==> config.mk <==
export PLATFORM = sky130hd
export DESIGN_NAME = alu_top
export DESIGN_NICKNAME = d
export VERILOG_FILES = /design/src/tau_cfg_pkg.sv /design/src/alu_isa_pkg.sv /design/src/rdyack_stage.sv /design/src/sram_bank.sv /design/src/sram_arbiter.sv /design/src/operand_store.sv /design/src/vector_alu.sv /design/src/alu_top.sv
export SDC_FILE = /design/constraint.sdc
export NUM_CORES = 2
export LEC_CHECK = 0
export ABC_AREA = 1
export CAP_MARGIN = 20
export CORE_ASPECT_RATIO = 0.5
export CORE_UTILIZATION = 45
export CTS_BUF_LIST = sky130_fd_sc_hd__clkbuf_8
export DETAILED_ROUTE_END_ITERATION = 6
export DONT_BUFFER_PORTS = 1
export SYNTH_ARGS = -nofsm -noshare
export SYNTH_HDL_FRONTEND = slang
export SYNTH_SLANG_ARGS = --single-unit
==> constraint.sdc <==
create_clock -name i_clk -period 17 [get_ports i_clk]
set_input_delay 2.55 -clock i_clk [delete_from_list [all_inputs] [get_ports i_clk]]
set_output_delay 2.55 -clock i_clk [all_outputs]
set_load 0.01 [all_outputs]
==> src/tau_cfg_pkg.sv <==
// ==============================
// tau configuration package
// vector shape, data widths and storage sizes
// ==============================
package tau_cfg_pkg;

	// vector shape
	localparam int VSIZE = 4;
	localparam int DBW = 8;
	localparam int TDBW = 16;

	// sram bank
	localparam int SRAM_NWORD = 16;
	localparam int SRAM_ABW = $clog2(SRAM_NWORD);

	// register file and temp buffer
	localparam int NREG = 8;
	localparam int REG_ABW = $clog2(NREG);
	localparam int TBUF_SIZE = 2;

	typedef logic signed [TDBW-1:0] lane_t;
	typedef lane_t [VSIZE-1:0] vec_t;
	// sram and dram words are narrow
	typedef logic [VSIZE-1:0][DBW-1:0] dvec_t;

endpackage

==> src/alu_isa_pkg.sv <==
// ==============================
// vector alu instruction set
// opcodes, operand sources, instruction word
// and the sram request
// ==============================
package alu_isa_pkg;
	import tau_cfg_pkg::*;

	typedef enum logic [2:0] {
		ALU_ADD   = 3'd0,
		ALU_SUB   = 3'd1,
		ALU_SQD   = 3'd2,
		ALU_ABD   = 3'd3,
		ALU_MAC   = 3'd4,
		ALU_LOGIC = 3'd6
	} alu_op_e;

	typedef enum logic [2:0] {
		SRC_CONST = 3'd0,
		SRC_REG   = 3'd1,
		SRC_SRAM0 = 3'd2,
		SRC_SRAM1 = 3'd3,
		SRC_TBUF0 = 3'd4,
		SRC_TBUF1 = 3'd5
	} src_e;

	typedef struct packed {
		alu_op_e             opcode;
		src_e                src_a;
		src_e                src_b;
		src_e                src_c;
		lane_t               const_a;
		lane_t               const_b;
		lane_t               const_c;
		logic [4:0]          shamt;
		logic [REG_ABW-1:0]  rd_raddr;
		logic [SRAM_ABW-1:0] rd0_addr;
		logic [SRAM_ABW-1:0] rd1_addr;
		logic                to_reg;
		logic                to_temp;
		logic [REG_ABW-1:0]  reg_waddr;
		// 3 means no dram write
		logic [1:0]          dram_shift;
	} alu_inst_t;

	typedef struct packed {
		logic [SRAM_ABW-1:0] addr;
		logic                we;
		dvec_t               wdata;
	} sram_req_t;

endpackage

==> src/rdyack_stage.sv <==
`timescale 1ns/1ps
// ==============================
// ready/acknowledge holding stage
// one register with a full flag, any payload type
// ==============================
module rdyack_stage #(
	parameter type payload_t = logic
) (
	input  logic     i_clk,
	input  logic     i_rst,
	input  logic     i_in_rdy,
	output logic     o_in_ack,
	input  payload_t i_in,
	output logic     o_out_rdy,
	input  logic     i_out_ack,
	output payload_t o_out
);

	logic     full;
	payload_t data;

	// take a new item when empty or when the held one leaves now
	assign o_in_ack = i_in_rdy && (!full || i_out_ack);
	assign o_out_rdy = full;
	assign o_out = data;

	always_ff @(posedge i_clk) begin
		if (i_rst) begin
			full <= 1'b0;
		end else if (o_in_ack) begin
			full <= 1'b1;
		end else if (i_out_ack) begin
			full <= 1'b0;
		end
	end

	always_ff @(posedge i_clk) begin
		if (o_in_ack) begin
			data <= i_in;
		end
	end

	a_out_hold: assert property (@(posedge i_clk) disable iff (i_rst)
		o_out_rdy && !i_out_ack |=> o_out_rdy && $stable(o_out));

endmodule

==> src/sram_bank.sv <==
`timescale 1ns/1ps
// ==============================
// vector sram bank
// single port, registered read data
// ==============================
module sram_bank (
	input  logic                   i_clk,
	input  alu_isa_pkg::sram_req_t i_req,
	input  logic                   i_req_en,
	output tau_cfg_pkg::dvec_t     o_rdata
);
	import tau_cfg_pkg::*;

	dvec_t mem [SRAM_NWORD];

	always_ff @(posedge i_clk) begin
		if (i_req_en) begin
			if (i_req.we) begin
				mem[i_req.addr] <= i_req.wdata;
			end else begin
				o_rdata <= mem[i_req.addr];
			end
		end
	end

endmodule

==> src/sram_arbiter.sv <==
`timescale 1ns/1ps
// ==============================
// sram bank arbiter
// round robin over the loader and two read streams,
// holds each stream's read data until acked
// ==============================
module sram_arbiter (
	input  logic                             i_clk,
	input  logic                             i_rst,
	input  logic                             i_ld_rdy,
	output logic                             o_ld_ack,
	input  logic [tau_cfg_pkg::SRAM_ABW-1:0] i_ld_addr,
	input  tau_cfg_pkg::dvec_t               i_ld_data,
	input  logic                             i_rd0_req,
	input  logic [tau_cfg_pkg::SRAM_ABW-1:0] i_rd0_addr,
	output logic                             o_rd0_rdy,
	output tau_cfg_pkg::dvec_t               o_rd0_data,
	input  logic                             i_rd0_ack,
	input  logic                             i_rd1_req,
	input  logic [tau_cfg_pkg::SRAM_ABW-1:0] i_rd1_addr,
	output logic                             o_rd1_rdy,
	output tau_cfg_pkg::dvec_t               o_rd1_data,
	input  logic                             i_rd1_ack,
	output alu_isa_pkg::sram_req_t           o_mem_req,
	output logic                             o_mem_en,
	input  tau_cfg_pkg::dvec_t               i_mem_rdata
);
	import tau_cfg_pkg::*;

	// requester 0 is the loader, 1 and 2 are the streams
	logic [2:0] req;
	logic [2:0] grant;
	logic [1:0] last;
	logic [1:0] gidx;
	logic [1:0] rd_req;
	logic [1:0] rd_ack;
	logic [1:0] inflight;
	logic [1:0] pend;
	dvec_t      hold [2];

	assign rd_req = {i_rd1_req, i_rd0_req};
	assign rd_ack = {i_rd1_ack, i_rd0_ack};
	// a stream with data in flight or still waiting sits out
	assign req = {rd_req & ~inflight & ~pend, i_ld_rdy};

	// ============================
	// grant
	// ============================
	always_comb begin
		int idx;
		grant = '0;
		// search starts just after the last winner
		for (int k = 1; k <= 3; k++) begin
			idx = (int'(last) + k) % 3;
			if (grant == '0 && req[idx]) begin
				grant[idx] = 1'b1;
			end
		end
	end

	assign gidx = grant[2] ? 2'd2 : (grant[1] ? 2'd1 : 2'd0);
	assign o_ld_ack = grant[0];
	assign o_mem_en = |grant;

	always_comb begin
		o_mem_req.we = grant[0];
		o_mem_req.addr = grant[0] ? i_ld_addr : (grant[1] ? i_rd0_addr : i_rd1_addr);
		o_mem_req.wdata = i_ld_data;
	end

	// ============================
	// read return
	// ============================
	always_ff @(posedge i_clk) begin
		if (i_rst) begin
			last <= 2'd2;
			inflight <= '0;
			pend <= '0;
		end else begin
			if (|grant) begin
				last <= gidx;
			end
			inflight <= grant[2:1];
			pend <= inflight | (pend & ~rd_ack);
		end
	end

	// bank data is valid the cycle after the grant
	always_ff @(posedge i_clk) begin
		for (int s = 0; s < 2; s++) begin
			if (inflight[s]) begin
				hold[s] <= i_mem_rdata;
			end
		end
	end

	assign o_rd0_rdy = pend[0];
	assign o_rd1_rdy = pend[1];
	assign o_rd0_data = hold[0];
	assign o_rd1_data = hold[1];

	a_grant_onehot: assert property (@(posedge i_clk) disable iff (i_rst)
		|req |-> $onehot(grant));

	for (genvar s = 0; s < 2; s++) begin : g_hold_chk
		a_data_hold: assert property (@(posedge i_clk) disable iff (i_rst)
			pend[s] && !rd_ack[s] |=> pend[s] && $stable(hold[s]));
	end

endmodule

==> src/operand_store.sv <==
`timescale 1ns/1ps
// ==============================
// operand store
// vector register file and the temp buffer
// ==============================
module operand_store (
	input  logic                            i_clk,
	input  logic                            i_rst,
	input  logic [tau_cfg_pkg::REG_ABW-1:0] i_raddr,
	output tau_cfg_pkg::vec_t               o_rdata,
	input  logic                            i_reg_we,
	input  logic [tau_cfg_pkg::REG_ABW-1:0] i_reg_waddr,
	input  tau_cfg_pkg::vec_t               i_wdata,
	input  logic                            i_tbuf_we,
	output tau_cfg_pkg::vec_t               o_tbuf0,
	output tau_cfg_pkg::vec_t               o_tbuf1
);
	import tau_cfg_pkg::*;

	vec_t regs [NREG];
	vec_t tbuf [TBUF_SIZE];

	// asynchronous read port
	assign o_rdata = regs[i_raddr];
	assign o_tbuf0 = tbuf[0];
	assign o_tbuf1 = tbuf[1];

	always_ff @(posedge i_clk) begin
		if (i_rst) begin
			for (int r = 0; r < NREG; r++) begin
				regs[r] <= '0;
			end
			for (int t = 0; t < TBUF_SIZE; t++) begin
				tbuf[t] <= '0;
			end
		end else begin
			if (i_reg_we) begin
				regs[i_reg_waddr] <= i_wdata;
			end
			// a push moves the older result down one slot
			if (i_tbuf_we) begin
				tbuf[0] <= i_wdata;
				for (int t = 1; t < TBUF_SIZE; t++) begin
					tbuf[t] <= tbuf[t-1];
				end
			end
		end
	end

endmodule

==> src/vector_alu.sv <==
`timescale 1ns/1ps
// ==============================
// vector alu
// operand select, six operations, commit and write-back
// ==============================
module vector_alu (
	input  logic                             i_clk,
	input  logic                             i_rst,
	input  logic                             i_op_rdy,
	output logic                             o_op_ack,
	input  alu_isa_pkg::alu_inst_t           i_inst,
	input  logic                             i_rd0_rdy,
	input  tau_cfg_pkg::dvec_t               i_rd0_data,
	output logic                             o_rd0_req,
	output logic [tau_cfg_pkg::SRAM_ABW-1:0] o_rd0_addr,
	output logic                             o_rd0_ack,
	input  logic                             i_rd1_rdy,
	input  tau_cfg_pkg::dvec_t               i_rd1_data,
	output logic                             o_rd1_req,
	output logic [tau_cfg_pkg::SRAM_ABW-1:0] o_rd1_addr,
	output logic                             o_rd1_ack,
	input  tau_cfg_pkg::vec_t                i_rdata,
	input  tau_cfg_pkg::vec_t                i_tbuf0,
	input  tau_cfg_pkg::vec_t                i_tbuf1,
	output logic [tau_cfg_pkg::REG_ABW-1:0]  o_reg_raddr,
	output logic                             o_reg_we,
	output logic [tau_cfg_pkg::REG_ABW-1:0]  o_reg_waddr,
	output tau_cfg_pkg::vec_t                o_wdata,
	output logic                             o_tbuf_we,
	output logic                             o_dramwd_rdy,
	input  logic                             i_dramwd_ack,
	output tau_cfg_pkg::dvec_t               o_dramwd,
	output logic                             o_commit
);
	import tau_cfg_pkg::*;
	import alu_isa_pkg::*;

	logic to_dram;
	logic need_rd0;
	logic need_rd1;
	logic data_ready;
	vec_t sel_a;
	vec_t sel_b;
	vec_t sel_c;
	vec_t result;

	// ============================
	// operand select
	// ============================
	function automatic vec_t sext_dvec(dvec_t d);
		vec_t v;
		for (int i = 0; i < VSIZE; i++) begin
			v[i] = $signed(d[i]);
		end
		return v;
	endfunction

	function automatic vec_t select_operand(src_e src, lane_t cval, vec_t rdata,
		dvec_t rd0, dvec_t rd1, vec_t tb0, vec_t tb1);
		vec_t v;
		case (src)
			SRC_CONST: v = {VSIZE{cval}};
			SRC_REG:   v = rdata;
			SRC_SRAM0: v = sext_dvec(rd0);
			SRC_SRAM1: v = sext_dvec(rd1);
			SRC_TBUF0: v = tb0;
			SRC_TBUF1: v = tb1;
			default:   v = '0;
		endcase
		return v;
	endfunction

	// ============================
	// lane operations
	// ============================
	function automatic lane_t alu_lane(alu_op_e op, logic [4:0] sh, lane_t a, lane_t b,
		lane_t c);
		lane_t d;
		logic signed [DBW-1:0] d8;
		lane_t p;
		d = b - c;
		d8 = b[DBW-1:0] - c[DBW-1:0];
		// narrow products keep the low TDBW bits
		p = (op == ALU_SQD) ? d8 * d8 : $signed(b[DBW-1:0]) * $signed(c[DBW-1:0]);
		case (op)
			ALU_ADD: return a + ((b + c) >>> sh);
			ALU_SUB: return a + (d >>> sh);
			ALU_SQD, ALU_MAC: return a + (p >>> sh);
			ALU_ABD: return a + (((d > 0) ? d : -d) >>> sh);
			ALU_LOGIC: begin
				case (sh)
					5'd0: return (a == 0) ? b : c;
					5'd2: return (b > c) ? b : c;
					5'd3: return (b < c) ? b : c;
					default: return '0;
				endcase
			end
			default: return '0;
		endcase
	endfunction

	always_comb begin
		sel_a = select_operand(i_inst.src_a, i_inst.const_a, i_rdata, i_rd0_data,
			i_rd1_data, i_tbuf0, i_tbuf1);
		sel_b = select_operand(i_inst.src_b, i_inst.const_b, i_rdata, i_rd0_data,
			i_rd1_data, i_tbuf0, i_tbuf1);
		sel_c = select_operand(i_inst.src_c, i_inst.const_c, i_rdata, i_rd0_data,
			i_rd1_data, i_tbuf0, i_tbuf1);
	end

	always_comb begin
		lane_t shifted;
		for (int i = 0; i < VSIZE; i++) begin
			result[i] = alu_lane(i_inst.opcode, i_inst.shamt, sel_a[i], sel_b[i], sel_c[i]);
			shifted = result[i] >>> {i_inst.dram_shift, 1'b0};
			o_dramwd[i] = shifted[DBW-1:0];
		end
	end

	// ============================
	// commit
	// ============================
	always_comb begin
		to_dram = i_inst.dram_shift != 2'b11;
		need_rd0 = i_inst.src_a == SRC_SRAM0 || i_inst.src_b == SRC_SRAM0 ||
			i_inst.src_c == SRC_SRAM0;
		need_rd1 = i_inst.src_a == SRC_SRAM1 || i_inst.src_b == SRC_SRAM1 ||
			i_inst.src_c == SRC_SRAM1;
		data_ready = i_op_rdy && (!need_rd0 || i_rd0_rdy) && (!need_rd1 || i_rd1_rdy);
		o_dramwd_rdy = data_ready && to_dram;
		o_op_ack = (o_dramwd_rdy && i_dramwd_ack) || (data_ready && !to_dram);
		o_commit = o_op_ack;
		o_reg_we = o_op_ack && i_inst.to_reg;
		o_tbuf_we = o_op_ack && i_inst.to_temp;
		o_rd0_req = i_op_rdy && need_rd0;
		o_rd1_req = i_op_rdy && need_rd1;
		o_rd0_ack = o_op_ack && need_rd0;
		o_rd1_ack = o_op_ack && need_rd1;
	end

	assign o_rd0_addr = i_inst.rd0_addr;
	assign o_rd1_addr = i_inst.rd1_addr;
	assign o_reg_raddr = i_inst.rd_raddr;
	assign o_reg_waddr = i_inst.reg_waddr;
	assign o_wdata = result;

	// the held instruction keeps asking until its stream data returns
	a_rd0_req_hold: assert property (@(posedge i_clk) disable iff (i_rst)
		o_rd0_req && !i_rd0_rdy |=> o_rd0_req);
	a_rd1_req_hold: assert property (@(posedge i_clk) disable iff (i_rst)
		o_rd1_req && !i_rd1_rdy |=> o_rd1_req);

endmodule

==> src/alu_top.sv <==
`timescale 1ns/1ps
// ==============================
// vector alu stage top
// instruction stage, alu, sram path, store, dram stage
// ==============================
module alu_top (
	input  logic                             i_clk,
	input  logic                             i_rst,
	input  logic                             i_inst_rdy,
	output logic                             o_inst_ack,
	input  alu_isa_pkg::alu_inst_t           i_inst,
	input  logic                             i_ld_rdy,
	output logic                             o_ld_ack,
	input  logic [tau_cfg_pkg::SRAM_ABW-1:0] i_ld_addr,
	input  tau_cfg_pkg::dvec_t               i_ld_data,
	output logic                             o_dramwd_rdy,
	input  logic                             i_dramwd_ack,
	output tau_cfg_pkg::dvec_t               o_dramwd,
	output logic                             o_commit
);
	import tau_cfg_pkg::*;
	import alu_isa_pkg::*;

	// instruction and sram path
	logic                op_rdy;
	logic                op_ack;
	alu_inst_t           inst;
	logic                rd0_req;
	logic                rd1_req;
	logic [SRAM_ABW-1:0] rd0_addr;
	logic [SRAM_ABW-1:0] rd1_addr;
	logic                rd0_rdy;
	logic                rd1_rdy;
	logic                rd0_ack;
	logic                rd1_ack;
	dvec_t               rd0_data;
	dvec_t               rd1_data;
	sram_req_t           mem_req;
	logic                mem_en;
	dvec_t               mem_rdata;

	// store and dram path
	logic [REG_ABW-1:0]  reg_raddr;
	logic [REG_ABW-1:0]  reg_waddr;
	logic                reg_we;
	logic                tbuf_we;
	vec_t                rdata;
	vec_t                wdata;
	vec_t                tbuf0;
	vec_t                tbuf1;
	logic                alu_dram_rdy;
	logic                alu_dram_ack;
	dvec_t               alu_dram;

	rdyack_stage #(.payload_t(alu_inst_t)) inst_stage (
		.i_clk(i_clk), .i_rst(i_rst),
		.i_in_rdy(i_inst_rdy), .o_in_ack(o_inst_ack), .i_in(i_inst),
		.o_out_rdy(op_rdy), .i_out_ack(op_ack), .o_out(inst)
	);

	sram_arbiter u_arbiter (
		.i_clk(i_clk), .i_rst(i_rst),
		.i_ld_rdy(i_ld_rdy), .o_ld_ack(o_ld_ack), .i_ld_addr(i_ld_addr), .i_ld_data(i_ld_data),
		.i_rd0_req(rd0_req), .i_rd0_addr(rd0_addr), .o_rd0_rdy(rd0_rdy),
		.o_rd0_data(rd0_data), .i_rd0_ack(rd0_ack),
		.i_rd1_req(rd1_req), .i_rd1_addr(rd1_addr), .o_rd1_rdy(rd1_rdy),
		.o_rd1_data(rd1_data), .i_rd1_ack(rd1_ack),
		.o_mem_req(mem_req), .o_mem_en(mem_en), .i_mem_rdata(mem_rdata)
	);

	sram_bank u_bank (
		.i_clk(i_clk), .i_req(mem_req), .i_req_en(mem_en), .o_rdata(mem_rdata)
	);

	operand_store u_store (
		.i_clk(i_clk), .i_rst(i_rst),
		.i_raddr(reg_raddr), .o_rdata(rdata),
		.i_reg_we(reg_we), .i_reg_waddr(reg_waddr), .i_wdata(wdata),
		.i_tbuf_we(tbuf_we), .o_tbuf0(tbuf0), .o_tbuf1(tbuf1)
	);

	vector_alu u_alu (
		.i_clk(i_clk), .i_rst(i_rst),
		.i_op_rdy(op_rdy), .o_op_ack(op_ack), .i_inst(inst),
		.i_rd0_rdy(rd0_rdy), .i_rd0_data(rd0_data), .o_rd0_req(rd0_req),
		.o_rd0_addr(rd0_addr), .o_rd0_ack(rd0_ack),
		.i_rd1_rdy(rd1_rdy), .i_rd1_data(rd1_data), .o_rd1_req(rd1_req),
		.o_rd1_addr(rd1_addr), .o_rd1_ack(rd1_ack),
		.i_rdata(rdata), .i_tbuf0(tbuf0), .i_tbuf1(tbuf1), .o_reg_raddr(reg_raddr),
		.o_reg_we(reg_we), .o_reg_waddr(reg_waddr), .o_wdata(wdata), .o_tbuf_we(tbuf_we),
		.o_dramwd_rdy(alu_dram_rdy), .i_dramwd_ack(alu_dram_ack), .o_dramwd(alu_dram),
		.o_commit(o_commit)
	);

	rdyack_stage #(.payload_t(dvec_t)) dram_stage (
		.i_clk(i_clk), .i_rst(i_rst),
		.i_in_rdy(alu_dram_rdy), .o_in_ack(alu_dram_ack), .i_in(alu_dram),
		.o_out_rdy(o_dramwd_rdy), .i_out_ack(i_dramwd_ack), .o_out(o_dramwd)
	);

endmodule

==> metrics <==
Fmax 71.28 MHz; Fillers 21.81k; pin count of the biggest net entering global routing 173; HP Class flip-flop to flip-flop; Setup crit end kind flip-flop; CP max stage delay 760 ps; Synth Register Bits about 1.4k; Clock transition at path regs 70 ps; Post-Syn Nets 13.51k; Site Rows 122; outcome finished, final reports clean; clk root buf clkbuf_8; synth warn 0; area of the multi-input gates about 50000 um^2; fin worst setup slack 2971 ps; CP startpoint kind flip-flop; vias per cell 5.796; CTS buffer count between 200 and 250; Final min period 14030 ps; Main synth FF type edfxtp_1; RSZ-0062 raised after global routing false; Die X 671.3 um; asr flop ratio synth 0%; Clock Latency Late Sink 1000 ps; post-route ant nets 0; Post-DP HPWL approximately 270000 um; register area between 40000 and 50000 um^2; Critical Path AT 14600 ps; final hold vios 0; RR Endpoint u_store.regs[0][60]; Setup TNS 0 ps; HP Start inst_stage.o_out[17]; Residual DRC 0; cts hold-fix bufs 0; DIE HEIGHT 336.6 um; worst hold slack 440.3 ps; vias in the first global route 81.51k; Nets 13.32k; DR vias 89.71k; Hold Path Depth 2; Area contributors post-synth edfxtp_1 41%, nand2_1 12%, fa_1 7.9%; Most Frequent Cell on Critical Path nand2_1; peak fanout along the critical path 76; Reg2Reg Setup Slack 2970 ps; Clock Path Buffers 4; first-pass GRT wire length about 550000 um; number of synthesized flops with an enable pin 1363; Critical Path RT 17570 ps; Tcrit/Tclk final around 83%; CTS HTree Levels 4; Max Cap Violations 0; Post-CTS Setup Inserts 0; Global Route Usage Sum 32.69%; ratio of cells with drive above 1 in the final layout under 10%; synth-to-layout area growth 6.798%; Worst Reg2Reg Path Length in Cells slightly below 60; grt total ovfl 0; core area ~220000 um^2; Netlist cell types between 60 and 70; CP max-delay cell buf_4; post-layout util just under 50%; Setup WS pre-CTS 3368 ps; Worst Tran Pin Value 1286 ps; area leader, netlist edfxtp_1; initial antenna violation count 20; CTS tree done; Mapped Cells 12.54k; Initial Utilization a little under half; drt wl/cell 24.46 um; Routed WL 378600 um; RePlAce Congestion 0.9982; # setup viols final 0; first-pass iteration count of the detailed router 7; WS Path Type flip-flop to flip-flop; cts repair resizes 0; Port Buffers 0; initial drt markers approximately 12k; syn avg cell area roughly 8.0 um^2; Slew headroom approximately 14%; max-slew violation count 0; Yosys top cell area share 40.61%; clock sink total 1374; io pins 160; synthesized area 100800 um^2; Worst Skew roughly 160 ps; die footprint approximately 230000 um^2; Seq/Total Area, Yosys 40.83%
-- Yosys cell counts (5+ instances only) --
master,n
fa_1,396
and2_1,11
inv_1,1534
nor2_2,5
a21boi_0,16
buf_1,62
and3_1,6
or2_2,39
o2111ai_1,18
clkbuf_1,343
nor2_1,1493
nor3_1,65
o22ai_1,168
o211ai_1,109
buf_4,15
a2111oi_0,29
buf_2,169
nand2_1,3278
a21oi_1,422
a221oi_1,77
xnor2_1,36
dfxtp_1,11
o31ai_1,11
o21ai_1,41
o21ai_0,601
buf_6,9
a211oi_1,79
a21o_1,18
xor2_1,102
a22oi_1,11
o21bai_1,29
o221ai_1,32
clkinv_1,29
nand2_2,6
a21boi_2,9
a31oi_1,17
ha_1,452
inv_2,28
edfxtp_1,1363
nand3b_1,13
nand3_1,1175
o21a_1,72
nand4_1,77
o221a_2,5
nor4_1,6
-- final cells by class --
class | count | area share [%]
Antenna cell | 4 | 0.009300
Clock buffer | 215 | 2.749
Clock inverter | 152 | 0.7417
Inverter | 1591 | 5.556
Multi-Input combinational cell | 8974 | 47.86
Sequential cell | 1374 | 38.24
Tap cell | 2976 | 3.460
Timing Repair Buffer | 192 | 1.379
-- per-stage QoR --
stage,cells,cell area (um^2)
after global routing,15476,107600
after CTS,15470,107600
after floorplan,12537,100800
after global placement,15100,103800
after detailed placement,15103,103800
final,15478,107600
-- cells by family after synthesis --
| logic type | count (synthesis) | synth area share, % |
|---|---|---|
| compound gates | 1799 | 10.89 |
| xor+xnor | 139 | 1.215 |
| simple gates | 6188 | 25.10 |
| buf+inv | 2189 | 8.486 |
| fa+ha+maj | 848 | 13.48 |
| flops | 1374 | 40.83 |
-- flip-flops by register name, indices dropped and copies added, names as in the netlist, named ones only --
name and cells:
u_arbiter.hold 64, u_store.regs 512, u_arbiter.pend 2, u_arbiter.last 2, inst_stage.o_out_rdy 1, u_bank.o_rdata 32
inst_stage.o_out 83, u_store.tbuf 128, dram_stage.o_out 32, u_bank.mem 512, dram_stage.o_out_rdy 1, u_arbiter.inflight 2
-- routing by layer --
metal / vias to the layer above / share of wire (%) / global-route usage [%]
li1: 41105 / - / -
met1: 43200 / 45 / 49.46
met2: 4772 / 41 / 47.39
met3: 626 / 11 / 5.774
met4: 6 / 3.4 / 10.02
met5: - / 0.012 / 0
-- how the worst max path moves through the flow --
stage	to	cells past startpoint	slack, ps	from
detailed placement	u_store.regs[0][60]	61	3370	flip-flop
finish	u_store.regs[0][60]	59	2970	flip-flop
global placement	dram_stage.o_out[4]	54	2370	inst_stage.o_out[75]
floorplan	dram_stage.o_out[22]	65	7110	inst_stage.o_out[75]
CTS	u_store.regs[0][60]	61	3280	flip-flop
global route	u_store.regs[0][60]	63	1850	flip-flop
-- cell usage in the layout, fill, tap and decap left out, types with 66 or more instances in the layout --
cell      Yosys  routed
a211oi_1     79      79
a21oi_1     422     421
a221oi_1     77      77
buf_4        15     188
clkbuf_8      0     215
clkinv_1     29      66
edfxtp_1   1363    1363
fa_1        396     396
ha_1        452     452
inv_1      1534    1607
nand2_1    3278    3256
nand3_1    1175    1173
nand4_1      77      77
nor2_1     1493    1470
o211ai_1    109     109
o21a_1       72      72
o21ai_0     601     601
o22ai_1     168     168
xor2_1      102     102
-- worst max-delay path, delay by kind of cell (launching register included) --
family                   cells  cell delay (ps)
flip-flops                   1              730
AO/OA/AOI/OAI               12             2480
adder cells (fa/ha/maj)      8             3260
buffers and inverters        9             2490
XOR/XNOR                     2              890
AND/OR/NAND/NOR             28             3690
Power is not shown: default switching activity piles up to over one toggle a cycle in this logic, so the estimate is an artifact.
